<file path="config.mk">
export PLATFORM = sky130hd
export DESIGN_NAME = mem_stage
export DESIGN_NICKNAME = d
export VERILOG_FILES = /design/src/logic/pipeline_pkg.sv /design/src/logic/mem_stage.sv
export SDC_FILE = /design/constraint.sdc
export NUM_CORES = 1
export LEC_CHECK = 0
export BUFFER_PORTS_ARGS = -buffer_cell sky130_fd_sc_hd__buf_2
export CORE_AREA = 2 2 197 199
export DETAILED_ROUTE_END_ITERATION = 8
export DIE_AREA = 0 0 199 201
export SYNTH_ARGS = -nofsm -noshare
export SYNTH_HDL_FRONTEND = slang
export SYNTH_SLANG_ARGS = --single-unit
</file>
<file path="constraint.sdc">
create_clock -name vclk -period 2
set_input_delay 0 -clock vclk [all_inputs]
set_output_delay 0 -clock vclk [all_outputs]
set_load 0.02 [all_outputs]
</file>
<file path="src/logic/pipeline_pkg.sv">
package pipeline_pkg;

    //////////////////////////////
    // Operations in the memory stage.
    typedef enum logic [4:0] {
        OP_NOP,
        OP_LDB,
        OP_LDBU,
        OP_LDH,
        OP_LDHU,
        OP_LDW,
        OP_STB,
        OP_STH,
        OP_STW,
        OP_LLW,
        OP_SCW,
        OP_CSRRD,
        OP_CSRWR,
        OP_CSRXCHG,
        OP_RDCNTID,
        OP_RDCNTVLW,
        OP_RDCNTVHW
    } mem_op_t;

    // Exceptions raised here.
    typedef enum logic {
        EXC_NONE,
        EXC_ALE
    } exc_cause_t;

    //////////////////////////////
    // CSR map.
    localparam int CSR_ADDR_W = 14;

    localparam logic [CSR_ADDR_W-1:0] CSR_SAVE0 = 14'h030;
    localparam logic [CSR_ADDR_W-1:0] CSR_TID   = 14'h040;

    // TID value out of reset.
    localparam logic [31:0] TID_RESET = 32'd5;

    //////////////////////////////
    // Data RAM geometry and timing.
    localparam int RAM_WORDS = 256;
    localparam int RAM_AW    = $clog2(RAM_WORDS);

    // Extra cycles for addresses with bit 6 set.
    localparam int MISS_DELAY = 3;
    localparam int WAIT_W     = $clog2(MISS_DELAY + 1);

endpackage

</file>
<file path="src/logic/mem_stage.sv">
`timescale 1ns/100ps

module mem_stage (
    input  logic                                 ex_valid,
    input  pipeline_pkg::mem_op_t                ex_op,
    input  logic [31:0]                          ex_addr,
    input  logic [31:0]                          ex_store_data,
    input  logic [4:0]                           ex_rd,
    input  logic [pipeline_pkg::CSR_ADDR_W-1:0]  ex_csr_addr,
    input  logic [31:0]                          ex_csr_wdata,
    input  logic [31:0]                          ex_csr_mask,
    input  logic                                 ram_data_ok,
    input  logic [31:0]                          ram_rdata,
    input  logic [31:0]                          csr_rdata,
    input  logic                                 ll_bit,
    input  logic [63:0]                          cnt,
    input  logic                                 fwd_csr_we,
    input  logic [pipeline_pkg::CSR_ADDR_W-1:0]  fwd_csr_addr,
    input  logic [31:0]                          fwd_csr_wdata,
    input  logic                                 fwd_ll_we,
    input  logic                                 fwd_ll_data,
    output logic                                 ex_ready,
    output logic                                 ram_req,
    output logic                                 ram_we,
    output logic [31:0]                          ram_addr,
    output logic [31:0]                          ram_wdata,
    output logic [3:0]                           ram_wstrb,
    output logic [pipeline_pkg::CSR_ADDR_W-1:0]  csr_raddr,
    output logic                                 mem_valid,
    output logic                                 mem_we,
    output logic [4:0]                           mem_rd,
    output logic [31:0]                          mem_data,
    output pipeline_pkg::exc_cause_t             mem_exc,
    output logic                                 mem_csr_we,
    output logic [pipeline_pkg::CSR_ADDR_W-1:0]  mem_csr_addr,
    output logic [31:0]                          mem_csr_wdata,
    output logic                                 mem_ll_we,
    output logic                                 mem_ll_data
);

    logic [1:0]  lane;
    logic        half_mis;
    logic        word_mis;
    logic        need_ram;
    logic        ll_eff;
    logic [31:0] csr_old;
    logic [7:0]  load_byte;
    logic [15:0] load_half;

    assign lane     = ex_addr[1:0];
    assign half_mis = lane[0];
    assign word_mis = |lane;

    // LL bit as seen after the writeback bypass.
    assign ll_eff = fwd_ll_we ? fwd_ll_data : ll_bit;

    assign csr_raddr = (ex_op == pipeline_pkg::OP_RDCNTID) ? pipeline_pkg::CSR_TID : ex_csr_addr;
    assign csr_old   = (fwd_csr_we && fwd_csr_addr == csr_raddr) ? fwd_csr_wdata : csr_rdata;

    assign load_byte = ram_rdata[{lane, 3'b000} +: 8];
    assign load_half = lane[1] ? ram_rdata[31:16] : ram_rdata[15:0];

    //////////////////////////////
    // Handshakes.
    assign ram_addr  = {ex_addr[31:2], 2'b00};
    assign ram_req   = ex_valid && need_ram;
    assign ex_ready  = !need_ram || ram_data_ok;
    assign mem_valid = ex_valid && ex_ready;

    assign mem_rd       = ex_rd;
    assign mem_csr_addr = csr_raddr;

    //////////////////////////////
    // Operation decode.
    always_comb begin
        need_ram      = 1'b0;
        ram_we        = 1'b0;
        ram_wdata     = ex_store_data;
        ram_wstrb     = 4'b0000;
        mem_we        = 1'b0;
        mem_data      = 32'b0;
        mem_exc       = pipeline_pkg::EXC_NONE;
        mem_csr_we    = 1'b0;
        mem_csr_wdata = ex_csr_wdata;
        mem_ll_we     = 1'b0;
        mem_ll_data   = 1'b0;

        case (ex_op)
            pipeline_pkg::OP_LDB: begin
                need_ram = 1'b1;
                mem_we   = 1'b1;
                mem_data = {{24{load_byte[7]}}, load_byte};
            end
            pipeline_pkg::OP_LDBU: begin
                need_ram = 1'b1;
                mem_we   = 1'b1;
                mem_data = {24'b0, load_byte};
            end
            pipeline_pkg::OP_LDH, pipeline_pkg::OP_LDHU: begin
                mem_we = 1'b1;
                if (half_mis) begin
                    mem_exc = pipeline_pkg::EXC_ALE;
                end else begin
                    need_ram = 1'b1;
                end
                if (ex_op == pipeline_pkg::OP_LDH) begin
                    mem_data = {{16{load_half[15]}}, load_half};
                end else begin
                    mem_data = {16'b0, load_half};
                end
            end
            pipeline_pkg::OP_LDW, pipeline_pkg::OP_LLW: begin
                mem_we   = 1'b1;
                mem_data = ram_rdata;
                if (word_mis) begin
                    mem_exc = pipeline_pkg::EXC_ALE;
                end else begin
                    need_ram = 1'b1;
                end
                if (ex_op == pipeline_pkg::OP_LLW) begin
                    mem_ll_we   = 1'b1;
                    mem_ll_data = 1'b1;
                end
            end
            pipeline_pkg::OP_STB: begin
                need_ram  = 1'b1;
                ram_we    = 1'b1;
                ram_wdata = {4{ex_store_data[7:0]}};
                ram_wstrb = 4'b0001 << lane;
            end
            pipeline_pkg::OP_STH: begin
                ram_wdata = {2{ex_store_data[15:0]}};
                if (half_mis) begin
                    mem_exc = pipeline_pkg::EXC_ALE;
                end else begin
                    need_ram  = 1'b1;
                    ram_we    = 1'b1;
                    ram_wstrb = lane[1] ? 4'b1100 : 4'b0011;
                end
            end
            pipeline_pkg::OP_STW: begin
                if (word_mis) begin
                    mem_exc = pipeline_pkg::EXC_ALE;
                end else begin
                    need_ram  = 1'b1;
                    ram_we    = 1'b1;
                    ram_wstrb = 4'b1111;
                end
            end
            pipeline_pkg::OP_SCW: begin
                mem_we = 1'b1;
                if (word_mis) begin
                    mem_exc = pipeline_pkg::EXC_ALE;
                end else if (ll_eff) begin
                    // Success consumes the reservation.
                    need_ram    = 1'b1;
                    ram_we      = 1'b1;
                    ram_wstrb   = 4'b1111;
                    mem_data    = 32'd1;
                    mem_ll_we   = 1'b1;
                    mem_ll_data = 1'b0;
                end
            end
            pipeline_pkg::OP_CSRRD, pipeline_pkg::OP_RDCNTID: begin
                mem_we   = 1'b1;
                mem_data = csr_old;
            end
            pipeline_pkg::OP_CSRWR: begin
                mem_we     = 1'b1;
                mem_data   = csr_old;
                mem_csr_we = 1'b1;
            end
            pipeline_pkg::OP_CSRXCHG: begin
                mem_we        = 1'b1;
                mem_data      = csr_old;
                mem_csr_we    = 1'b1;
                mem_csr_wdata = (csr_old & ~ex_csr_mask) | (ex_csr_wdata & ex_csr_mask);
            end
            pipeline_pkg::OP_RDCNTVLW: begin
                mem_we   = 1'b1;
                mem_data = cnt[31:0];
            end
            pipeline_pkg::OP_RDCNTVHW: begin
                mem_we   = 1'b1;
                mem_data = cnt[63:32];
            end
            default: begin
            end
        endcase
    end

endmodule

</file>
==> summary.md <==
| Metric | Value |
|---|---|
| Num rows | 72 |
| Crit path DAT | 2160 ps |
| Final ANT Viol Nets | 0 |
| Largest net degree at the start of global routing | 27 |
| Max cap viols | 0 |
| Initial antenna violation count | 12 |
| Setup TNS | -5217 ps |
| Vias per cell | 4.017 |
| Setup CP Type | input port to output pin |
| Register Area | 0 um2 |
| Port Buf Inserts | 434 |
| Biggest area consumer among synthesized cells | mux2i_1 |
| Top Usage Layer GRT | met2 |
| Core area | 0.03811 mm2 |
| Static leakage | 3.359 nW |
| Comb pwr share | 100.0% |
| Fmax | 463.3 MHz |
| Die X | 199 um |
| Net switching fraction of the power | 55.94% |
| Critical path peak fanout | 7 |
| Synth top area cells | mux2i_1, buf_4, nor2_1 |
| Die ar. | 0.04000 mm2 |
| Hold Crit Class | input port to output pin |
| Count of different cell masters after synthesis | 48 |
| Clkbuf count | 0 |
| Sequential area share after synthesis | 0% |
| Post-Route WL | 29900 um |
| Most frequent cells after synthesis | nor2_1, buf_4, mux2i_1 |
| Cells after Synth | 518 |
| GP Congestion | 0.8332 |
| Die Y | 201 um |
| Synthesized area per cell | 6.251 um2 |
| Clk pwr share | 0% |
| Min Clock Period, post-route | 2159 ps |
| # hold bufs at CTS | 0 |
| Top-count cell post-synth | nor2_1 |
| Synth top area share | 15.77% |
| Fin nets | 1282 |
| Post-route setup slack | -158.5 ps |
| Synthesis Warnings | 0 |
| Internal cell power | 644.2 uW |
| Placed cell area | 0.006113 mm2 |
| Final Setup Violations | 58 |
| Met1 Use GR | 15.50% |
| Cell count of the worst hold path | 0 |
| Wire per inst | 20.31 um |
| Final Slew Violations | 0 |
| Sequential fraction of design power | 0% |
| Req. time, crit path | 2000 ps |
| Place WS | -352.9 ps |
| Starting DRT DRC Count | 438 |
| Failing checks | negative setup slack |
| Drt drc | 0 |
| Met3 Track Usage GR | 2.403% |
| Dpl hpwl | 24940 um |
| Routing usage on met2 | 25.64% |
| Crit end category | output pin |
| Status | complete, but fails checks |
| Unrepaired setup endpoints after global routing | true |
| Grt ovf | 0 |
| Initial cell density of the core | 8.498% |
| Area growth syn-to-layout | 118.3% |
| Finished Cell Area | 0.007068 mm2 |
| Vias in the first global route | 5713 |
| Total number of vias | 5913 |
| Relative slew slack | 63.49% |
| First-pass GRT wire length | 39390 um |
| Num ports | 506 |
| Net Switching | 818.0 uW |
| Share of cells above drive strength 1 | 64.87% |
| PwrDens | 206.9 mW/mm2 |
| Worst-margin pin slew | 544.4 ps |
| Drt pass-1 iters | 5 |
| Mapped Area | 0.003238 mm2 |
| Total GRT Usage | 13.63% |
| Peak VDD IR | 0.07372 mV |
| Final period util | 107.9% |
| CP Launch Type | input port |
| Seq Cell Count | 0 |
| Final Hold Vio Count | 0 |
## cell type report
class                           count  area, um2
Multi-Input combinational cell    412       3142
Inverter                           14      52.55
Antenna cell                        6      15.01
Fill cell                        4296      31040
Tap cell                          518      648.1
Timing Repair Buffer              522       3211
## placed cells by master, fill, tap and decap left out, drive strengths merged, types with 11 or more instances in the layout
cell type  instances
a211oi            11
a21oi             38
a222oi            18
a22oi             16
buf              522
inv               14
mux2i             51
nand2             48
nor2              81
nor2b             16
o211ai            18
o21ai             43
## final timing paths
| path | startpoint | end | slack [ps] |
|---|---|---|---|
| setup / recovery | ex_op[4] | mem_data[18] | -160 |
| hold / removal | ex_rd[4] | mem_rd[4] | 0.008 |
## critical path, cell delays in order
cell and delay (ps):
buf_6 90, nand2b_4 140, nor3_4 150, buf_6 130, nor2_4 30, o32a_1 330, a211oi_4 230, buf_6 170
buf_6 140, buf_16 170, mux2i_4 270, o211ai_1 120, buf_4 180
## routing by layer
layer | routed length (um) | share of wire, % | up-vias
met5 | 7 | 0.023 | -
met4 | 1030 | 3.4 | 2
met2 | 15730 | 53 | 372
met1 | 10970 | 37 | 2742
li1 | - | - | 2728
met3 | 2165 | 7.2 | 69
## what timing repair did
action                                  in CTS  in global routing
setup buffers                                7                  8
gates cloned                                 3                  0
gates resized for setup                     77                101
endpoints found under the hold margin        0                  0
pin swaps                                    9                 16
endpoints found under the setup margin      64                 64
## cells by family after synthesis
kind of cell           after synthesis  share of synthesized area [%]
AND/OR/NAND/NOR                    175                          24.03
AO/OA/AOI/OAI                      172                          35.86
buffers and inverters              107                          19.94
multiplexers                        60                          19.24
XOR/XNOR                             3                         0.8116
other                                1                         0.1158
## stage by stage
step / hold WS, ps / util, % / power [mW] / std cells
floorplan: 112.6 / - / 0.7062 / 519
global placement: 0.1367 / 16.04 / 1.289 / 1450
detailed placement: 0.1367 / 16.04 / 1.296 / 1450
CTS: 0.1367 / 17.24 / 1.373 / 1460
global route: 0.02925 / 18.53 / 1.561 / 1469
finish: 0.007791 / 18.55 / 1.462 / 1472
## power by group through the flow
stage	registers, mW	clock network, mW	logic (mW)
detailed placement	0	0	1.30
finish	0	0.000000402	1.46
floorplan	0	0	0.706
global route	0	0.000000201	1.56
global placement	0	0	1.29
CTS	0	0	1.37
(Power assumes the default switching activity.)
