===== src/logic/pipeline_pkg.sv =====
package pipeline_pkg;

    //////////////////////////////
    // Operations in the memory stage.
    typedef enum logic [4:0] {
        OP_NOP,
        OP_LDB,
        OP_LDBU,
        OP_LDH,
        OP_LDHU,
        OP_LDW,
        OP_STB,
        OP_STH,
        OP_STW,
        OP_LLW,
        OP_SCW,
        OP_CSRRD,
        OP_CSRWR,
        OP_CSRXCHG,
        OP_RDCNTID,
        OP_RDCNTVLW,
        OP_RDCNTVHW
    } mem_op_t;

    // Exceptions raised here.
    typedef enum logic {
        EXC_NONE,
        EXC_ALE
    } exc_cause_t;

    //////////////////////////////
    // CSR map.
    localparam int CSR_ADDR_W = 14;

    localparam logic [CSR_ADDR_W-1:0] CSR_SAVE0 = 14'h030;
    localparam logic [CSR_ADDR_W-1:0] CSR_TID   = 14'h040;

    // TID value out of reset.
    localparam logic [31:0] TID_RESET = 32'd5;

    //////////////////////////////
    // Data RAM geometry and timing.
    localparam int RAM_WORDS = 256;
    localparam int RAM_AW    = $clog2(RAM_WORDS);

    // Extra cycles for addresses with bit 6 set.
    localparam int MISS_DELAY = 3;
    localparam int WAIT_W     = $clog2(MISS_DELAY + 1);

endpackage


===== src/logic/mem_wb_reg.sv =====
`timescale 1ns/100ps

module mem_wb_reg (
    input  logic                                 clk,
    input  logic                                 rst,
    input  logic                                 mem_valid,
    input  logic                                 mem_we,
    input  logic [4:0]                           mem_rd,
    input  logic [31:0]                          mem_data,
    input  pipeline_pkg::exc_cause_t             mem_exc,
    input  logic                                 mem_csr_we,
    input  logic [pipeline_pkg::CSR_ADDR_W-1:0]  mem_csr_addr,
    input  logic [31:0]                          mem_csr_wdata,
    input  logic                                 mem_ll_we,
    input  logic                                 mem_ll_data,
    output logic                                 wb_valid,
    output logic                                 wb_we,
    output logic [4:0]                           wb_rd,
    output logic [31:0]                          wb_data,
    output pipeline_pkg::exc_cause_t             wb_exc,
    output logic                                 fwd_csr_we,
    output logic [pipeline_pkg::CSR_ADDR_W-1:0]  fwd_csr_addr,
    output logic [31:0]                          fwd_csr_wdata,
    output logic                                 fwd_ll_we,
    output logic                                 fwd_ll_data
);

    logic commit;

    // Faulting instructions retire without side effects.
    assign commit = mem_valid && (mem_exc == pipeline_pkg::EXC_NONE);

    always_ff @(posedge clk) begin
        if (rst) begin
            wb_valid   <= 1'b0;
            wb_we      <= 1'b0;
            fwd_csr_we <= 1'b0;
            fwd_ll_we  <= 1'b0;
        end else begin
            wb_valid   <= mem_valid;
            wb_we      <= commit && mem_we;
            fwd_csr_we <= commit && mem_csr_we;
            fwd_ll_we  <= commit && mem_ll_we;
        end
    end

    always_ff @(posedge clk) begin
        if (mem_valid) begin
            wb_rd         <= mem_rd;
            wb_data       <= mem_data;
            wb_exc        <= mem_exc;
            fwd_csr_addr  <= mem_csr_addr;
            fwd_csr_wdata <= mem_csr_wdata;
            fwd_ll_data   <= mem_ll_data;
        end
    end

endmodule


===== config.mk =====
export PLATFORM = sky130hd
export DESIGN_NAME = mem_wb_reg
export DESIGN_NICKNAME = d
export VERILOG_FILES = /design/src/logic/pipeline_pkg.sv /design/src/logic/mem_wb_reg.sv
export SDC_FILE = /design/constraint.sdc
export NUM_CORES = 1
export LEC_CHECK = 0
export BUFFER_PORTS_ARGS = -buffer_cell sky130_fd_sc_hd__buf_2
export CORE_UTILIZATION = 44
export DETAILED_ROUTE_END_ITERATION = 10
export PLACE_DENSITY = 0.92
export SYNTH_ARGS = -nofsm -noshare
export SYNTH_HDL_FRONTEND = slang
export SYNTH_SLANG_ARGS = --single-unit
export TNS_END_PERCENT = 10

===== constraint.sdc =====
create_clock -name clk -period 1.2 [get_ports clk]
set_input_delay 0.36 -clock clk [delete_from_list [all_inputs] [get_ports clk]]
set_output_delay 0.36 -clock clk [all_outputs]
set_load 0.1 [all_outputs]

==> flow_summary.yaml, run 1 <==
placement:
  dp_slack_ns: 0.123
  postPlaceCellArea_mm2: 0.00507
  place_congestion: 0.687
  port_buffers: 179
timing:
  rsz0062_at_grt: "true"
  finalCritPeriodShare_pct: 114
  hold_viol_final: 0
  fmax_mhz: 728
  finalSetupViolCount: 89
  slew_headroom_pct: 85.2
  setup_slack_ns: -0.174
  slew_viol_final: 0
  setup-tns-final_ns: -11.08
  min_period_ns: 1.37
  worst-slew-pin-transition_ns: 0.221
yosys:
  synth_top_family_by_area: "simple AND/OR/NAND/NOR gates"
  ys_types: 4
  ys_seq_area_share_pct: 98.3
  synth_simple_gate_area_share_pct: 1.73
  yosysWarningCount: 0
  synth_mux_area_share_pct: 0
  synth-compound-area-share_pct: 0
  syn_avg_cell_area_um2: 28.8
  synth_nets: 184
  synth-seq-cells: 89
  synth_xor_area_share_pct: 0
  syn_area_mm2: 0.00268
  synthAdderAreaFrac_pct: 0
  synthCells: 93
global_routing:
  grt_first_pass_wirelength_um: 10700
  grt_max_degree: 42
  overflow: 0
  grt.total_usage_pct: 25.2
  antenna_found_initial: 0
  grt_pass1_vias: 1840
worst_setup_path:
  cpLargestDelayFamily: "flip-flops"
  path_cells: "buf_12"
  slowest_delay_ns: 0.45
  critPathBufInv: 1
  arrival_ns: 1.01
  end_kind: "primary output"
  critPathKind: "reg2out"
  worst-path-max-fanout: 1
  required_ns: 0.84
  worstSetupStartpointType: "register"
  crit_slowest_cell: "edfxtp_1"
cts:
  cts.path.max_buffers: 2
  cts_hold_buf: 0
  clock_sinks: 89
  tritoncts: "yes"
  ctsResizeCount: 0
  path_clk_slew_ns: 0.09
  htreeDepth: 3
  post-cts-setup-buffers: 0
  cts-root-buf: "clkbuf_8"
  numCtsBuffers: 9
floorplan:
  die_w_um: 80.0
  die_area_mm2: 0.00640
  die_h_um: 80.0
  ios: 180
  design.core.area_mm2: 0.00589
  placementRows: 28
  initial_core_util_pct: 45.5
outcome:
  violations: "setup timing"
  status: "finished with violations"
cells_and_area:
  n_antenna_cell: 0
  final_area_mm2: 0.00527
  num-nets-final: 378
  drive_above_1_share_pct: 69.9
  mostFrequentLayoutCell: "buf_12"
  final_core_util_pct: 89.6
  areaGrowthSynthToFinish_pct: 96.8
  final_cell_mix: "buf_12, buf_2, edfxtp_1"
power_and_ir_drop:
  leakage_nw: 2.20
  vdd_drop_max_mv: 1.40
  power_density_mw_per_mm2: 1700
drt:
  drt_iter0_drc: 106
  drtPass1Iterations: 4
  wl_per_cell_um: 20.7
  via_per_inst: 4.65
  routed_wl_um: 7610
  vias: 1707
  drtAntennaViolNets: 0
  drc: 0
job:
  drv_cap: 0
worst_hold_path:
  worstHoldPathType: "in2reg"
-- stage by stage --
stage                     hold slack (ns)  power (mW)  std cells
final                               0.171        8.95        367
after global routing                0.155        9.16        367
after CTS                           0.149        9.03        367
after detailed placement            0.538        6.86        351
after global placement              0.537        6.79        351
after floorplan                     0.459        5.52         93
-- report_power, final --
group          internal [mW]  switching (mW)  leakage, nW
registers               3.68           0.206        0.866
clock network           1.17            1.00        0.104
logic                  0.979            1.92         1.23
-- synth_stat cells --
cell	n	area share, %
edfxtp_1	85	95
and4bb_2	3	1.4
and2b_2	1	0.33
dfxtp_1	4	3.0
-- cells by family after synthesis --
kind of cell     Yosys count
AND/OR/NAND/NOR            4
flip-flops                89
-- path summary, 6_finish.rpt --
path,from,end,slack (ns),cells after the start
hold / removal,mem_csr_wdata[10],fwd_csr_wdata[10],0.17,1
setup / recovery,fwd_csr_addr[0],fwd_csr_addr[0],-0.17,1
-- sequential cells by signal, summed over array words and instances, names as in the netlist --
signal and cells:
fwd_ll_we 1, wb_we 1, wb_exc 1, fwd_ll_data 1, fwd_csr_wdata 32, wb_valid 1
wb_data 32, fwd_csr_addr 14, wb_rd 5, fwd_csr_we 1
-- cell type report --
| type | count | area (µm²) |
|---|---|---|
| flip-flops and latches | 89 | 2640 |
| multi-input cells | 4 | 46.3 |
| clock buffers | 12 | 135 |
| well taps | 75 | 93.8 |
| clock inverters | 4 | 70.1 |
| fillers | 232 | 613 |
| repair buffers | 183 | 2290 |
-- metal layers --
metal	vias up	GRT usage (%)	share of wire, %
met5	-	0	0
met3	16	10.1	11
met1	801	22.8	29
met2	128	47.1	58
li1	762	-	-
met4	0	13.8	2.9
(Power assumes the default switching activity.)
==> run 2: changes to the inputs <==
--- a/config.mk
+++ b/config.mk
@@ -6,6 +6,7 @@
 export NUM_CORES = 1
 export LEC_CHECK = 0
 export BUFFER_PORTS_ARGS = -buffer_cell sky130_fd_sc_hd__buf_2
+export CORE_ASPECT_RATIO = 0.7
 export CORE_UTILIZATION = 44
 export DETAILED_ROUTE_END_ITERATION = 10
 export PLACE_DENSITY = 0.92
==> run 2 against run 1 <==
The flow still finishes with violations (setup timing). Utilization up 1.7 points. Count of clock-buffer cells in the layout is 2 lower. First-iteration DRC count rose by 9.4%. Via count grew 0.64%. Maximum frequency is 2.0% higher. Hold slack better by 0.011 ns. Critical path depth stayed put. Non-clock buffer count rose by 3. Sequential power about the same. Critical path type unchanged. Largest cell class unchanged. Sequential share of layout area about the same. Total power down 2.6%.
==> flow_summary.yaml, run 2 (synthesis results as in run 1) <==
outcome:
  status: "finished with violations"
  violations: "setup timing"
cells_and_area:
  n_antenna_cell: 0
  final_core_util_pct: 91.2
  final_area_mm2: 0.00528
  final_cell_mix: "buf_12, buf_2, edfxtp_1"
  areaGrowthSynthToFinish_pct: 97.0
  drive_above_1_share_pct: 70.5
  reg.largest.list: "fwd_csr_wdata x32, wb_data x32, fwd_csr_addr x14"
  mostFrequentLayoutCell: "buf_12"
  num-nets-final: 381
  fill_cells: 197
floorplan:
  die_h_um: 67.3
  die_area_mm2: 0.00641
  initial_core_util_pct: 46.3
  placementRows: 23
  design.core.area_mm2: 0.00578
  die_w_um: 95.3
  ios: 180
timing:
  finalCritPeriodShare_pct: 112
  setup-tns-final_ns: -10.28
  fmax_mhz: 742
  worst-slew-pin-transition_ns: 0.241
  slew_viol_final: 0
  slew_headroom_pct: 83.9
  rsz0062_at_grt: "true"
  setup_slack_ns: -0.147
  hold_viol_final: 0
  min_period_ns: 1.35
  finalSetupViolCount: 89
cts:
  ctsResizeCount: 0
  cts_hold_buf: 0
  tritoncts: "yes"
  numCtsBuffers: 9
  cts-root-buf: "clkbuf_8"
  cts.path.max_buffers: 2
  clock_sinks: 89
  path_clk_slew_ns: 0.09
  htreeDepth: 3
drt:
  via_per_inst: 4.64
  routed_wl_um: 7360
  drtAntennaViolNets: 0
  drc: 0
  drtPass1Iterations: 5
  wl_per_cell_um: 19.9
  drt_iter0_drc: 116
  vias: 1718
worst_setup_path:
  required_ns: 0.84
  arrival_ns: 0.99
  end_kind: "primary output"
  worstSetupStartpointType: "register"
  slowest_delay_ns: 0.44
  critPathKind: "reg2out"
  cpLargestDelayFamily: "flip-flops"
  crit_path_start: "wb_data[30]"
  critPathBufInv: 1
  crit_slowest_cell: "edfxtp_1"
  path_cells: "buf_12"
  worst-path-max-fanout: 1
power_and_ir_drop:
  leakage_nw: 2.21
  power_density_mw_per_mm2: 1650
  vdd_drop_max_mv: 1.07
worst_hold_path:
  worstHoldStart: "mem_data[10]"
  worstHoldPathType: "in2reg"
global_routing:
  grt_pass1_vias: 1867
  antenna_found_initial: 0
  grt_max_degree: 29
  grt.total_usage_pct: 23.6
  grt_first_pass_wirelength_um: 10100
  overflow: 0
placement:
  postPlaceCellArea_mm2: 0.00509
  dp_hpwl_um: 5760
  dp_slack_ns: 0.0490
  place_congestion: 0.674
  port_buffers: 179
job:
  drv_cap: 0
[run 2: cell type report]
class	count	area, µm²	share of cell area, %
flip-flops and latches	89	2640	50.0
repair buffers	186	2310	43.8
clock buffers	10	128	2.42
well taps	75	93.8	1.78
clock inverters	6	60.1	1.14
multi-input cells	4	46.3	0.877
[run 2: path summary, 6_finish.rpt]
path	to	slack [ns]	cells past startpoint
max	wb_data[30]	-0.15	1
min	wb_data[10]	0.18	1
[run 2: repair_timing]
action	CTS	global route
setup buffers	0	0
cloned	0	0
endpoints found under the setup margin	89	89
[run 2: where the power goes]
group	leakage, nW	switching, mW	internal, mW
Clock	0.0937	0.981	0.952
Sequential	0.866	0.203	3.68
Combinational	1.25	1.92	0.985
Total	2.21	3.10	5.62
[run 2: through the flow]
step	std cells	hold slack [ns]	power, mW
2_1_floorplan	93	0.459	5.52
3_3_place_gp	354	0.536	6.80
3_5_place_dp	354	0.538	6.86
4_1_cts	370	0.162	8.80
5_1_grt	370	0.165	8.95
6_report	370	0.182	8.72
[run 2: per-layer routing]
layer	wire [µm]	vias up	part of all wire, %	GRT usage [%]
li1	-	773	-	-
met5	0	-	0	0
met3	983	19	13	13.4
met1	2350	795	32	22.6
met4	232	0	3.2	11.6
met2	3790	131	52	41.0
==> run 3: changes to the inputs <==
--- a/config.mk
+++ b/config.mk
@@ -7,9 +7,9 @@
 export LEC_CHECK = 0
 export BUFFER_PORTS_ARGS = -buffer_cell sky130_fd_sc_hd__buf_2
 export CORE_ASPECT_RATIO = 0.7
-export CORE_UTILIZATION = 44
+export CORE_UTILIZATION = 41
 export DETAILED_ROUTE_END_ITERATION = 10
-export PLACE_DENSITY = 0.92
+export PLACE_DENSITY = 0.87
 export SYNTH_ARGS = -nofsm -noshare
 export SYNTH_HDL_FRONTEND = slang
 export SYNTH_SLANG_ARGS = --single-unit
==> constraint.sdc (replaced) <==
create_clock -name clk -period 1.5 [get_ports clk]
set_input_delay 0.45 -clock clk [delete_from_list [all_inputs] [get_ports clk]]
set_output_delay 0.45 -clock clk [all_outputs]
set_load 0.1 [all_outputs]
==> run 3 against run 2 <==
The run now ends clean. Global-route usage decreased by 4.6 points. Hold slack improved by 0.086 ns. Flip-flop and latch count unchanged. Setup slack improved by 0.19 ns. Sequential power decreased by 22%. Combinational power decreased by 29%. Die area increased by 7.1%. Critical path depth unchanged.
==> flow_summary.yaml, run 3 (synthesis results as in run 1) <==
outcome:
  status: "finished, final reports clean"
worst_setup_path:
  end_kind: "primary output"
  crit_slowest_cell: "edfxtp_1"
  worstSetupStartpointType: "register"
  slowest_delay_ns: 0.46
  critPathBufInv: 1
  worst-path-max-fanout: 1
  path_cells: "buf_12"
  critPathKind: "reg2out"
  required_ns: 1.05
  arrival_ns: 1.01
  cpLargestDelayFamily: "flip-flops"
drt:
  drt_iter0_drc: 46
  vias: 1677
  drc: 0
  via_per_inst: 4.53
  drtPass1Iterations: 4
  drtAntennaViolNets: 0
  routed_wl_um: 6450
  wl_per_cell_um: 17.4
timing:
  hold_viol_final: 0
  slew_headroom_pct: 80.8
  setup-tns-final_ns: 0
  finalCritPeriodShare_pct: 97.2
  finalSetupViolCount: 0
  min_period_ns: 1.46
  hold_ws_ns: 0.268
  worst-slew-pin-transition_ns: 0.291
  slew_viol_final: 0
  rsz0062_at_grt: "false"
  fmax_mhz: 686
global_routing:
  grt_pass1_vias: 1822
  antenna_found_initial: 0
  grt_max_degree: 29
  grt.total_usage_pct: 19.0
  grt_first_pass_wirelength_um: 9140
  overflow: 0
cells_and_area:
  areaGrowthSynthToFinish_pct: 73.5
  final_cells: 370
  drive_above_1_share_pct: 69.2
  reg.largest.list: "fwd_csr_wdata x32, wb_data x32, fwd_csr_addr x14"
  n_antenna_cell: 0
  final_cell_mix: "buf_2, edfxtp_1, buf_4"
  final_area_mm2: 0.00465
  mostFrequentLayoutCell: "buf_2"
  num-nets-final: 378
cts:
  path_clk_slew_ns: 0.09
  ctsResizeCount: 50
  cts-root-buf: "clkbuf_8"
  clock_sinks: 89
  htreeDepth: 3
  cts.path.max_buffers: 2
  cts_hold_buf: 0
  post-cts-setup-buffers: 0
  tritoncts: "yes"
  numCtsBuffers: 9
power_and_ir_drop:
  p_total_mw: 6.71
  vdd_drop_max_mv: 0.977
  power_density_mw_per_mm2: 1440
  leakage_nw: 1.97
floorplan:
  die_area_mm2: 0.00687
  placementRows: 24
  die_w_um: 98.6
  initial_core_util_pct: 42.7
  die_h_um: 69.6
  design.core.area_mm2: 0.00628
  ios: 180
worst_hold_path:
  whs_endpoint: "fwd_csr_wdata[14]"
  holdPathStages: 1
  worstHoldStart: "mem_csr_wdata[14]"
  worstHoldPathType: "in2reg"
job:
  drv_cap: 0
placement:
  dp_hpwl_um: 4860
  dp_cells: 354
  place_congestion: 0.728
  postPlaceCellArea_mm2: 0.00432
  port_buffers: 179
==> run 3: how the worst max path moves through the flow <==
| stage | cells past startpoint | slack, ns | start | end |
|---|---|---|---|---|
| 2_1_floorplan | 0 | 0.14 | fwd_csr_we | fwd_csr_we |
| 3_3_place_gp | 2 | 0.25 | mem_valid | wb_data[6] |
| 3_5_place_dp | 2 | 0.21 | mem_valid | wb_data[6] |
| 4_1_cts | 1 | 0.02 | fwd_csr_wdata[25] | fwd_csr_wdata[25] |
| 5_1_grt | 1 | 0.004 | fwd_csr_wdata[14] | fwd_csr_wdata[14] |
| 6_report | 1 | 0.04 | fwd_csr_wdata[14] | fwd_csr_wdata[14] |
==> run 3: area by class of cell <==
type                       instances  area [µm²]
timing repair buffer             183        1670
sequential                        89        2630
tap                               78        97.6
clock inverter                     6        72.6
clock buffer                      10         128
multi-input combinational          4        46.3
fill                             358        1630
==> run 3: power breakdown <==
group / switching, mW / internal, mW / total [mW]
Combinational: 1.52 / 0.530 / 2.06
Sequential: 0.103 / 2.93 / 3.04
Clock: 0.823 / 0.791 / 1.61
Total: 2.45 / 4.26 / 6.71
==> run 3: through the flow <==
stage               setup WS (ns)  util [%]
CTS                        0.0156      73.9
detailed placement          0.207      68.8
floorplan                   0.141         -
global placement            0.246      68.8
global route              0.00428      74.1
finish                     0.0424      74.1
==> run 3: metal layers <==
metal / wire length [µm] / track usage (%) / vias to the layer above
li1: - / - / 765
met1: 2030 / 16.1 / 789
met2: 3550 / 35.1 / 107
met3: 705 / 10.6 / 16
met4: 165 / 9.62 / 0
met5: 0 / 0 / -
