==> src/logic/pipeline_pkg.sv <==
package pipeline_pkg;

    //////////////////////////////
    // Operations in the memory stage.
    typedef enum logic [4:0] {
        OP_NOP,
        OP_LDB,
        OP_LDBU,
        OP_LDH,
        OP_LDHU,
        OP_LDW,
        OP_STB,
        OP_STH,
        OP_STW,
        OP_LLW,
        OP_SCW,
        OP_CSRRD,
        OP_CSRWR,
        OP_CSRXCHG,
        OP_RDCNTID,
        OP_RDCNTVLW,
        OP_RDCNTVHW
    } mem_op_t;

    // Exceptions raised here.
    typedef enum logic {
        EXC_NONE,
        EXC_ALE
    } exc_cause_t;

    //////////////////////////////
    // CSR map.
    localparam int CSR_ADDR_W = 14;

    localparam logic [CSR_ADDR_W-1:0] CSR_SAVE0 = 14'h030;
    localparam logic [CSR_ADDR_W-1:0] CSR_TID   = 14'h040;

    // TID value out of reset.
    localparam logic [31:0] TID_RESET = 32'd5;

    //////////////////////////////
    // Data RAM geometry and timing.
    localparam int RAM_WORDS = 256;
    localparam int RAM_AW    = $clog2(RAM_WORDS);

    // Extra cycles for addresses with bit 6 set.
    localparam int MISS_DELAY = 3;
    localparam int WAIT_W     = $clog2(MISS_DELAY + 1);

endpackage

==> src/logic/csr_file.sv <==
`timescale 1ns/100ps

module csr_file (
    input  logic                                 clk,
    input  logic                                 rst,
    input  logic [pipeline_pkg::CSR_ADDR_W-1:0]  csr_raddr,
    input  logic                                 fwd_csr_we,
    input  logic [pipeline_pkg::CSR_ADDR_W-1:0]  fwd_csr_addr,
    input  logic [31:0]                          fwd_csr_wdata,
    input  logic                                 fwd_ll_we,
    input  logic                                 fwd_ll_data,
    output logic [31:0]                          csr_rdata,
    output logic                                 ll_bit,
    output logic [63:0]                          cnt
);

    logic [31:0] save0;
    logic [31:0] tid;

    always_ff @(posedge clk) begin
        if (rst) begin
            save0  <= 32'b0;
            tid    <= pipeline_pkg::TID_RESET;
            ll_bit <= 1'b0;
            cnt    <= 64'b0;
        end else begin
            // Stable counter runs freely.
            cnt <= cnt + 64'd1;
            if (fwd_ll_we) begin
                ll_bit <= fwd_ll_data;
            end
            if (fwd_csr_we && fwd_csr_addr == pipeline_pkg::CSR_SAVE0) begin
                save0 <= fwd_csr_wdata;
            end
            if (fwd_csr_we && fwd_csr_addr == pipeline_pkg::CSR_TID) begin
                tid <= fwd_csr_wdata;
            end
        end
    end

    always_comb begin
        case (csr_raddr)
            pipeline_pkg::CSR_SAVE0: csr_rdata = save0;
            pipeline_pkg::CSR_TID:   csr_rdata = tid;
            default:                 csr_rdata = 32'b0;
        endcase
    end

endmodule

==> config.mk <==
export PLATFORM = sky130hd
export DESIGN_NAME = csr_file
export DESIGN_NICKNAME = d
export VERILOG_FILES = /design/src/logic/pipeline_pkg.sv /design/src/logic/csr_file.sv
export SDC_FILE = /design/constraint.sdc
export NUM_CORES = 1
export LEC_CHECK = 0
export BUFFER_PORTS_ARGS = -buffer_cell sky130_fd_sc_hd__buf_4
export CORE_MARGIN = 1
export CORE_UTILIZATION = 28
export DETAILED_ROUTE_END_ITERATION = 8
export GPL_ROUTABILITY_DRIVEN = 0
export GPL_TIMING_DRIVEN = 0
export SLEW_MARGIN = 20
export SYNTH_ARGS = -nofsm -noshare
export SYNTH_HDL_FRONTEND = slang
export SYNTH_SLANG_ARGS = --single-unit
==> constraint.sdc <==
create_clock -name clk -period 3.01 [get_ports clk]
set_clock_uncertainty 0.2 [all_clocks]
set_input_delay 0.4515 -clock clk [delete_from_list [all_inputs] [get_ports clk]]
set_output_delay 0.4515 -clock clk [all_outputs]
set_load 0.01 [all_outputs]
==> summary.txt, run 1 <==
Status: complete, no violations
Worst hold path class: in -> reg
Die Span X: 145 microns
N_diodes: 0
Power after layout: 0.00403 W
Sum Neg Setup Slack: 0 ps
Skew-Pair Late Insertion Delay: 420 ps
Worst Max-Slew Pin Slew: 938 ps
Register area: 2580 sq um
Vias in the first global route: 5140
Crit. End Element: flop
First-pass DRT Iterations: 4
Largest cells by area after synthesis: dfxtp_1 45%, nor2_1 6.1%, mux2i_1 5.8%
Int Power: 0.00320 W
Post-detail-place hpwl: 12500 microns
Wire per inst: 15.2 microns
Num CTS Buffers: 17
Post-synthesis sequential area ratio: 45.4%
Global-route wire length before repair: 26900 microns
Critical path launch point type: flop
Post-layout util: 40.1%
Finished Cell Area: 7910 sq um
Num rows: 51
Slew headroom: 36.6%
H-Tree Depth: 4
Area of the multi-input gates: 2970 sq um
Count of warnings emitted by yosys: 0
Period Utilization, post-route: 94.5%
Post-synth top cells: 129 x dfxtp_1, 92 x nor2_1, 87 x nand2_1, 45 x a21oi_1, 34 x clkbuf_1
IO buf count: 161
Initial antenna violation count: 0
Clock sink count: 129
Period minus WS final: 2850 ps
Post-CTS Hold Buffers: 0
Asr flop ratio synth: 0%
Drt drc: 0
GRT overflow: 0
Cell variety after synth: 35
Drt first-iter violations: 238
P&R area growth vs syn: 39.0%
Cells after Synth: 670
Setup violators final: 0
Synthesized area per cell: 8.49 sq um
GRT Total Usage: 16.9%
Clk pwr share: 54.0%
Max-cap violations: 0
Core Area: 19700 sq um
Vias/cell: 4.80
Pins over their slew limit: 0
Pin count of the biggest net entering global routing: 17
Share of the synthesized area in the top cell type: 45.4%
Synthesized Nets: 736
Flops & latches, synth: 129
Power Density: 509 nW/um^2
Fmax: 0.351 GHz
Hold slack: 62.0 ps
Number of antenna-violating nets in the routed design: 0
Fillers: 2026
Most common cell in the netlist: dfxtp_1
Post-synth EDFFs: 0
Clock transition at the registers of the reported paths: 60 ps
Nets@finish: 917
WS Path Type: reg -> reg
Io pins: 162
Starting Density: 28.8%
Dpl cell area: 7230 sq um
Detailed Route WL: 17200 microns
CTS tree: yes
Sw Pwr: 0.000824 W
Final hold viol count: 0
Top FF cell, synth: dfxtp_1
Leak Pwr: 3.22 nW
CP arrival: 2990 ps
Cell taking the most area after synthesis: dfxtp_1
Root Buffer: clkbuf_16
Clk buf depth: 2
Die height: 145 microns
Vias: 5414
Die ar.: 20900 sq um
Power share of the sequential group: 42.7%
Combinational power share: 3.3%
Crit path required time: 3160 ps
Maximum VDD drop: 360 uV
Syn Std Cell Area: 5690 sq um
Ratio of cells with drive above 1 in the final layout: 24.7%
Crit-path max FO: 8
Switch share: 20.5%
Unrepaired setup endpoints after global routing: no
routing by layer:
metal / up-vias / part of all wire, % / GRT usage [%] / routed length [microns]
li1: 2733 / - / - / -
met1: 2512 / 46 / 21.0 / 7840
met2: 163 / 47 / 27.6 / 8050
met3: 6 / 7.1 / 5.46 / 1220
met4: 0 / 0.49 / 5.15 / 84
met5: - / 0 / 0 / 0
per-stage QoR:
stage,setup slack [ps],cells
finish,165,1129
global route,15.4,1129
CTS,37.7,1128
detailed placement,-275,1096
global placement,-567,1096
floorplan,391,670
path summary, 6_finish.rpt:
kind | startpoint | cells after the start | slack, ps | end
min reg2reg | tid[24] | 2 | 250 | tid[24]
min | fwd_csr_wdata[2] | 3 | 60 | tid[2]
max | cnt[8] | 6 | 160 | cnt[63]
max reg2reg | cnt[8] | 6 | 160 | cnt[63]
cell usage in the layout (no fill, tap or decap), types with 2 or more instances in the layout:
cell type	netlist	layout
a21oi_1	45	45
a22o_1	32	32
and3_1	8	8
and4_1	3	3
buf_1	5	5
buf_4	0	162
bufinv_16	0	4
clkbuf_1	34	30
clkbuf_16	0	17
clkbuf_2	0	6
clkbuf_8	0	2
clkinv_2	0	5
clkinvlp_4	0	2
dfxtp_1	129	129
inv_1	6	6
mux2_2	4	4
mux2i_1	33	33
nand2_1	87	87
nand3_1	27	27
nand3b_1	2	2
nand4_1	28	28
nor2_1	92	92
nor2b_1	5	5
nor3_1	17	16
nor4_1	19	18
nor4b_1	4	3
o21ai_0	11	11
o31ai_1	4	4
or3_1	15	15
or4_1	6	6
or4_2	2	2
xnor2_1	24	24
xor2_1	19	19
critical path: stages, from the launching register on:
cell and delay (ps):
dfxtp_1 490, nand4_4 210, or4_4 570, or4_1 500, buf_2 180, or4_1 470
a21oi_1 150
registers in the layout, summed over array words and instances (netlist names):
name and count:
cnt 64, save0 32, ll_bit 1, tid 32
power groups by stage:
stage / logic, W / registers [W] / clock network [W]
6_report: 0.000134 / 0.00172 / 0.00217
5_1_grt: 0.000149 / 0.00172 / 0.00230
4_1_cts: 0.000137 / 0.00172 / 0.00222
3_5_place_dp: 0.000136 / 0.00176 / 0
3_3_place_gp: 0.000136 / 0.00175 / 0
2_1_floorplan: 0.0000339 / 0.00176 / 0
final cells by class:
| class | count | area share (%) |
|---|---|---|
| buffer | 40 | 2.01 |
| clock buffer | 21 | 5.82 |
| clock inverter | 11 | 2.03 |
| inverter | 6 | 0.285 |
| multi-input combinational | 495 | 37.6 |
| sequential | 129 | 32.7 |
| tap | 265 | 4.19 |
| timing repair buffer | 162 | 15.4 |
kinds of logic after synthesis:
logic type,Yosys count,share of synthesized area [%]
AND/OR/NAND/NOR,322,27.7
AO/OA/AOI/OAI,92,10.4
adder cells (fa/ha/maj),1,0.220
buffers and inverters,46,3.06
multiplexers,37,6.60
flip-flops,129,45.4
XOR/XNOR,43,6.62
what timing repair did:
action,CTS,global route
pin swaps,0,1
setup endpoints to repair,36,17
gates resized for setup,8,3
buffers inserted,0,1
Note: power is estimated with default switching activity, not from simulation.
==> run 2, diff against run 1 <==
--- a/config.mk
+++ b/config.mk
@@ -11,6 +11,7 @@
 export DETAILED_ROUTE_END_ITERATION = 8
 export GPL_ROUTABILITY_DRIVEN = 0
 export GPL_TIMING_DRIVEN = 0
+export PLACE_DENSITY = 0.51
 export SLEW_MARGIN = 20
 export SYNTH_ARGS = -nofsm -noshare
 export SYNTH_HDL_FRONTEND = slang
==> run 2 against run 1 <==
  * Sequential share of layout area down 0.052 points
  * Global-route usage down 0.27 points
  * Routed wire length down 0.20%
  * Cell count unchanged
  * Total power up 1.1%
  * Die area unchanged
  * Worst hold slack better by 17 ps
  * Highest routed layer unchanged
==> summary.txt, run 2 (synthesis gave the netlist of run 1 again) <==
Crit-path max FO: 10 (was 8)
Critical path launch point type: flop (unchanged)
Worst path depth: 6 (unchanged)
Most common cell after layout, fill and taps aside: buf_4 (unchanged)
H-Tree Depth: 4 (unchanged)
Starting Density: 28.8% (unchanged)
Num CTS Buffers: 17 (unchanged)
WS Path Type: reg -> reg (unchanged)
P&R area growth vs syn: 39.2% (was 39.0%)
Crit path max-delay cell type: or4_4 (unchanged)
Vias/cell: 4.78 (was 4.80)
CP arrival: 3000 ps (was 2990 ps)
Fmax: 0.350 GHz (was 0.351 GHz)
Status: complete, no violations (unchanged)
Vias: 5399 (was 5414)
WHS Path Cells: 3 (unchanged)
Vias in the first global route: 5083 (was 5140)
Die ar.: 20900 sq um (unchanged)
Drt first-iter violations: 216 (was 238)
Number of antenna-violating nets in the routed design: 0 (unchanged)
Pin count of the biggest net entering global routing: 17 (unchanged)
Final hold viol count: 0 (unchanged)
Die Span X: 145 microns (unchanged)
Fillers: 2059 (was 2026)
Biggest register: cnt (unchanged)
Maximum VDD drop: 364 uV (was 360 uV)
Switch share: 22.0% (was 20.5%)
Clk pwr share: 54.5% (was 54.0%)
IO buf count: 161 (unchanged)
Delay-heaviest family, CP: simple AND/OR/NAND/NOR gates (unchanged)
Drt drc: 0 (unchanged)
First-pass DRT Iterations: 4 (unchanged)
Io pins: 162 (unchanged)
Core Area: 19700 sq um (unchanged)
Worst Max-Slew Pin Slew: 847 ps (was 938 ps)
Clk buf depth: 2 (unchanged)
Area of the multi-input gates: 2970 sq um (about the same)
Global-route wire length before repair: 26500 microns (was 26900 microns)
CTS tree: yes (unchanged)
Slowest Stage Delay on Critical Path: 630 ps (was 570 ps)
CP Buf/Inv Count: 1 (unchanged)
Hold slack: 79.2 ps (was 62.0 ps)
Period minus WS final: 2860 ps (was 2850 ps)
Die height: 145 microns (unchanged)
Leak Pwr: 3.21 nW (was 3.22 nW)
Setup violators final: 0 (unchanged)
Commonest cells after routing, fill and taps aside: 162 x buf_4, 129 x dfxtp_1, 92 x nor2_1 (unchanged)
Pins over their slew limit: 0 (unchanged)
Root Buffer: clkbuf_16 (unchanged)
Cell Chain, Critical Path: nand3_2, or4_4, or4_1, buf_2, or4_1, a21oi_1 (was nand4_4, or4_4, or4_1, buf_2, or4_1, a21oi_1)
Power Density: 514 nW/um^2 (was 509 nW/um^2)
Nets@finish: 917 (unchanged)
Combinational power share: 3.3% (about the same)
Post-layout util: 40.2% (was 40.1%)
Wire per inst: 15.2 microns (about the same)
Slew headroom: 43.5% (was 36.6%)
Period Utilization, post-route: 95.1% (was 94.5%)
Sw Pwr: 0.000894 W (was 0.000824 W)
Clock transition at the registers of the reported paths: 60 ps (about the same)
N_diodes: 0 (unchanged)
Num rows: 51 (unchanged)
Initial antenna violation count: 0 (unchanged)
Skew-Pair Late Insertion Delay: 410 ps (was 420 ps)
Unrepaired setup endpoints after global routing: no (unchanged)
Largest register FFs: 64 (unchanged)
Most used cell along the critical path: or4_1 (unchanged)
Power after layout: 0.00407 W (was 0.00403 W)
Dpl cell area: 7240 sq um (was 7230 sq um)
Ratio of cells with drive above 1 in the final layout: 25.1% (was 24.7%)
Final WS setup: 149 ps (was 165 ps)
GRT overflow: 0 (unchanged)
Power share of the sequential group: 42.2% (was 42.7%)
Biggest regs: cnt: 64 flops, save0: 32 flops, tid: 32 flops (unchanged)
Path depth of the worst reg2reg path: 6 (unchanged)
Worst hold path class: in -> reg (unchanged)
Register area: 2580 sq um (unchanged)
Clock sink count: 129 (unchanged)
GRT Total Usage: 16.6% (was 16.9%)
Post-detail-place hpwl: 12500 microns (about the same)
Finished Cell Area: 7920 sq um (was 7910 sq um)
Crit. End Element: flop (unchanged)
Int Power: 0.00318 W (was 0.00320 W)
Place WS: -299 ps (was -275 ps)
Crit path required time: 3150 ps (was 3160 ps)
Max-cap violations: 0 (unchanged)
Detailed Route WL: 17200 microns (about the same)
## run 2: cell types whose count changed in the layout (fill, tap and decap cells not counted), sizes merged
cell | before | now
clkbuf | 55 | 51
clkinvlp | 2 | 4
inv | 6 | 8
## run 2: metal layers
layer / vias up / global-route usage, % / share of wire, % / wire (microns)
li1: 2731 / - / - / -
met4: 0 / 4.49 / 0.57 / 98
met3: 11 / 4.07 / 5.4 / 925
met5: - / 0 / 0 / 0
met2: 131 / 27.2 / 47 / 8010
met1: 2526 / 21.7 / 47 / 8130
## run 2: metrics by stage
stage          cells  TNS (ps)
2_1_floorplan    670         0
3_3_place_gp    1096    -11590
3_5_place_dp    1096     -7320
4_1_cts         1128         0
5_1_grt         1129         0
6_report        1129         0
## run 2: final cells by class
class / count / area share (%)
Buffer: 40 / 2.02
Clock buffer: 17 / 5.37
Clock inverter: 15 / 2.62
Inverter: 6 / 0.284
Multi-Input combinational cell: 495 / 37.5
Sequential cell: 129 / 32.6
Tap cell: 265 / 4.19
Timing Repair Buffer: 162 / 15.4
## run 2: timing repair
| action | CTS | global route |
|---|---|---|
| gates cloned | 0 | 0 |
| endpoints found under the setup margin | 36 | 44 |
| hold buffers | 0 | 0 |
| buffers inserted | 0 | 1 |
| hold endpoints to repair | 0 | 0 |
| pin swaps | 0 | 1 |
| resized for setup | 8 | 4 |
## run 2: worst reg2reg max path: stages, from the launching register on
cell and delay, ps:
dfxtp_1 410, nand3_2 250, or4_4 630, or4_1 500
buf_2 180, or4_1 470, a21oi_1 150
## run 2: power by group through the flow
stage,Clock [W],Sequential [W],Combinational (W)
2_1_floorplan,0,0.00176,0.0000339
3_3_place_gp,0,0.00176,0.000135
3_5_place_dp,0,0.00176,0.000135
4_1_cts,0.00227,0.00172,0.000136
5_1_grt,0.00235,0.00172,0.000149
6_report,0.00222,0.00172,0.000134
## run 2: path summary, 6_finish.rpt
kind,endpoint,slack (ps),startpoint
hold reg to reg,tid[24],250,tid[24]
hold / removal,ll_bit,80,fwd_ll_data
setup / recovery,cnt[63],150,cnt[6]
setup reg to reg,cnt[63],150,cnt[6]
==> run 3, diff against run 2 <==
--- a/config.mk
+++ b/config.mk
@@ -11,7 +11,8 @@
 export DETAILED_ROUTE_END_ITERATION = 8
 export GPL_ROUTABILITY_DRIVEN = 0
 export GPL_TIMING_DRIVEN = 0
-export PLACE_DENSITY = 0.51
+export PLACE_DENSITY = 0.46
+export RECOVER_POWER = 100
 export SLEW_MARGIN = 20
 export SYNTH_ARGS = -nofsm -noshare
 export SYNTH_HDL_FRONTEND = slang
==> run 3 against run 2 <==
  * Clock power fell by 7%
  * Sequential power barely moved
  * Non-clock buffer count rose by 1
  * Cell count barely moved
  * Worst hold slack got worse by 18 ps
  * Die area did not move
  * Routed wire length rose by 4.2%
  * Combinational power barely moved
  * Flip-flop and latch count did not move
  * First-iteration DRC count rose by 0.93%
  * Count of clock-buffer cells in the layout rose by 1
  * Largest power group unchanged
==> summary.txt, run 3 (synthesis gave the netlist of run 1 again) <==
Status: complete, no violations (unchanged)
Die ar.: 20900 sq um (unchanged)
Finished Cell Area: 7580 sq um (was 7920 sq um)
Ratio of cells with drive above 1 in the final layout: 16.2% (was 25.1%)
WS Path Type: reg -> reg (unchanged)
Drt drc: 0 (unchanged)
Wire per inst: 15.8 microns (was 15.2 microns)
CTS tree: yes (unchanged)
Crit. End Element: flop (unchanged)
Period minus WS final: 2860 ps (about the same)
Detailed Route WL: 17900 microns (was 17200 microns)
Leak Pwr: 2.87 nW (was 3.21 nW)
Die height: 145 microns (unchanged)
CP arrival: 3000 ps (about the same)
Die Span X: 145 microns (unchanged)
R2R Setup Slk: 150 ps (about the same)
Fmax: 0.349 GHz (was 0.350 GHz)
Sw Pwr: 0.000890 W (was 0.000894 W)
Worst Max-Slew Pin Slew: 964 ps (was 847 ps)
Register area: 2580 sq um (unchanged)
GRT Total Usage: 17.4% (was 16.6%)
Clk buf depth: 2 (unchanged)
H-Tree Depth: 4 (unchanged)
WHS Path Cells: 3 (unchanged)
Slew headroom: 34.8% (was 43.5%)
Critical path launch point type: flop (unchanged)
Path depth of the worst reg2reg path: 6 (unchanged)
First-pass DRT Iterations: 4 (unchanged)
Starting Density: 28.8% (unchanged)
Int Power: 0.00303 W (was 0.00318 W)
Power Density: 517 nW/um^2 (was 514 nW/um^2)
Root Buffer: clkbuf_16 (unchanged)
Vias: 5532 (was 5399)
Biggest regs: cnt: 64 flops, save0: 32 flops, tid: 32 flops (unchanged)
Clock sink count: 129 (unchanged)
Drt first-iter violations: 218 (was 216)
Clk pwr share: 52.8% (was 54.5%)
Max-cap violations: 0 (unchanged)
Initial antenna violation count: 0 (unchanged)
Pins over their slew limit: 0 (unchanged)
Area of the multi-input gates: 2970 sq um (about the same)
Hold slack: 61.3 ps (was 79.2 ps)
Core Area: 19700 sq um (unchanged)
Setup violators final: 0 (unchanged)
Dpl cells: 1096 (unchanged)
Final hold viol count: 0 (unchanged)
Maximum VDD drop: 350 uV (was 364 uV)
Nets@finish: 918 (was 917)
Crit path required time: 3150 ps (about the same)
Global-route wire length before repair: 27900 microns (was 26500 microns)
Largest register FFs: 64 (unchanged)
N_diodes: 0 (unchanged)
Num CTS Buffers: 17 (unchanged)
Vias/cell: 4.90 (was 4.78)
Biggest register: cnt (unchanged)
Skew-Pair Late Insertion Delay: 420 ps (was 410 ps)
Unrepaired setup endpoints after global routing: no (unchanged)
Num rows: 51 (unchanged)
Crit-path max FO: 8 (was 10)
Final Non-Filler Cells: 1130 (was 1129)
Most common cell after layout, fill and taps aside: dfxtp_1 (was buf_4)
Power share of the sequential group: 43.8% (was 42.2%)
Switch share: 22.7% (was 22.0%)
Io pins: 162 (unchanged)
Pin count of the biggest net entering global routing: 17 (unchanged)
Fillers: 2068 (was 2059)
Number of antenna-violating nets in the routed design: 0 (unchanged)
Period Utilization, post-route: 95.1% (about the same)
Clock transition at the registers of the reported paths: 60 ps (about the same)
Place WS: -403 ps (was -299 ps)
GRT overflow: 0 (unchanged)
Commonest cells after routing, fill and taps aside: 129 x dfxtp_1, 109 x clkbuf_1, 92 x nor2_1 (was 162 x buf_4, 129 x dfxtp_1, 92 x nor2_1)
IO buf count: 161 (unchanged)
Combinational power share: 3.4% (was 3.3%)
Final WS setup: 146 ps (was 149 ps)
Dpl cell area: 7230 sq um (was 7240 sq um)
Post-detail-place hpwl: 13200 microns (was 12500 microns)
Worst hold path class: in -> reg (unchanged)
Sum Neg Setup Slack: 0 ps (unchanged)
Vias in the first global route: 5344 (was 5083)
P&R area growth vs syn: 33.2% (was 39.2%)
==> run 3: cell count changes in the layout (fill, tap and decap cells not counted), sizes merged <==
cell / previous run / this run
buf: 168 / 80
bufinv: 4 / 2
clkbuf: 51 / 141
clkinv: 5 / 2
clkinvlp: 4 / 5
inv: 8 / 11
==> run 3: worst paths after layout <==
kind / from / to
worst max-delay path: cnt[8] / cnt[55]
worst min-delay path: fwd_csr_wdata[2] / tid[2]
worst max register to register: cnt[8] / cnt[55]
worst min register to register: tid[17] / tid[17]
==> run 3: metal layers <==
layer / GRT usage, % / part of all wire (%) / vias to the layer above
met1: 22.0 / 45 / 2615
li1: - / - / 2739
met3: 5.00 / 6.7 / 17
met2: 28.6 / 47 / 161
met5: 0 / 0 / -
met4: 5.26 / 1.2 / 0
==> run 3: power by group through the flow <==
stage / Combinational, W / Sequential (W) / Clock (W)
after floorplan: 0.0000339 / 0.00176 / 0
after global placement: 0.000135 / 0.00175 / 0
after detailed placement: 0.000137 / 0.00175 / 0
after CTS: 0.000138 / 0.00172 / 0.00213
after global routing: 0.000145 / 0.00172 / 0.00221
final: 0.000133 / 0.00172 / 0.00207
==> run 3: layout make-up <==
| type | count | area share [%] |
|---|---|---|
| Multi-Input combinational cell | 495 | 39.2 |
| Sequential cell | 129 | 34.1 |
| Timing Repair Buffer | 163 | 12.2 |
| Clock buffer | 18 | 5.80 |
| Tap cell | 265 | 4.38 |
| Buffer | 40 | 2.10 |
| Clock inverter | 14 | 2.05 |
| Inverter | 6 | 0.297 |
==> run 3: what timing repair did <==
action | 4_1_cts | 5_1_grt
pin swaps | 0 | 1
cloned | 0 | 0
hold endpoints to repair | 0 | 0
setup buffers | 0 | 2
hold buffers | 0 | 0
gates resized for setup | 8 | 3
setup endpoints to repair | 36 | 42
==> run 3: stage by stage <==
stage | utilization [%] | power (W)
CTS | 39.8 | 0.00398
global route | 38.4 | 0.00407
floorplan | - | 0.00179
detailed placement | 36.7 | 0.00189
finish | 38.4 | 0.00392
global placement | 36.7 | 0.00189
==> run 3: worst max-delay path: stages, from the launching register on <==
cell and delay, ps:
dfxtp_1 500, nand4_4 220, or4_4 580, or4_1 490
buf_2 180, or4_1 480, a21oi_1 140
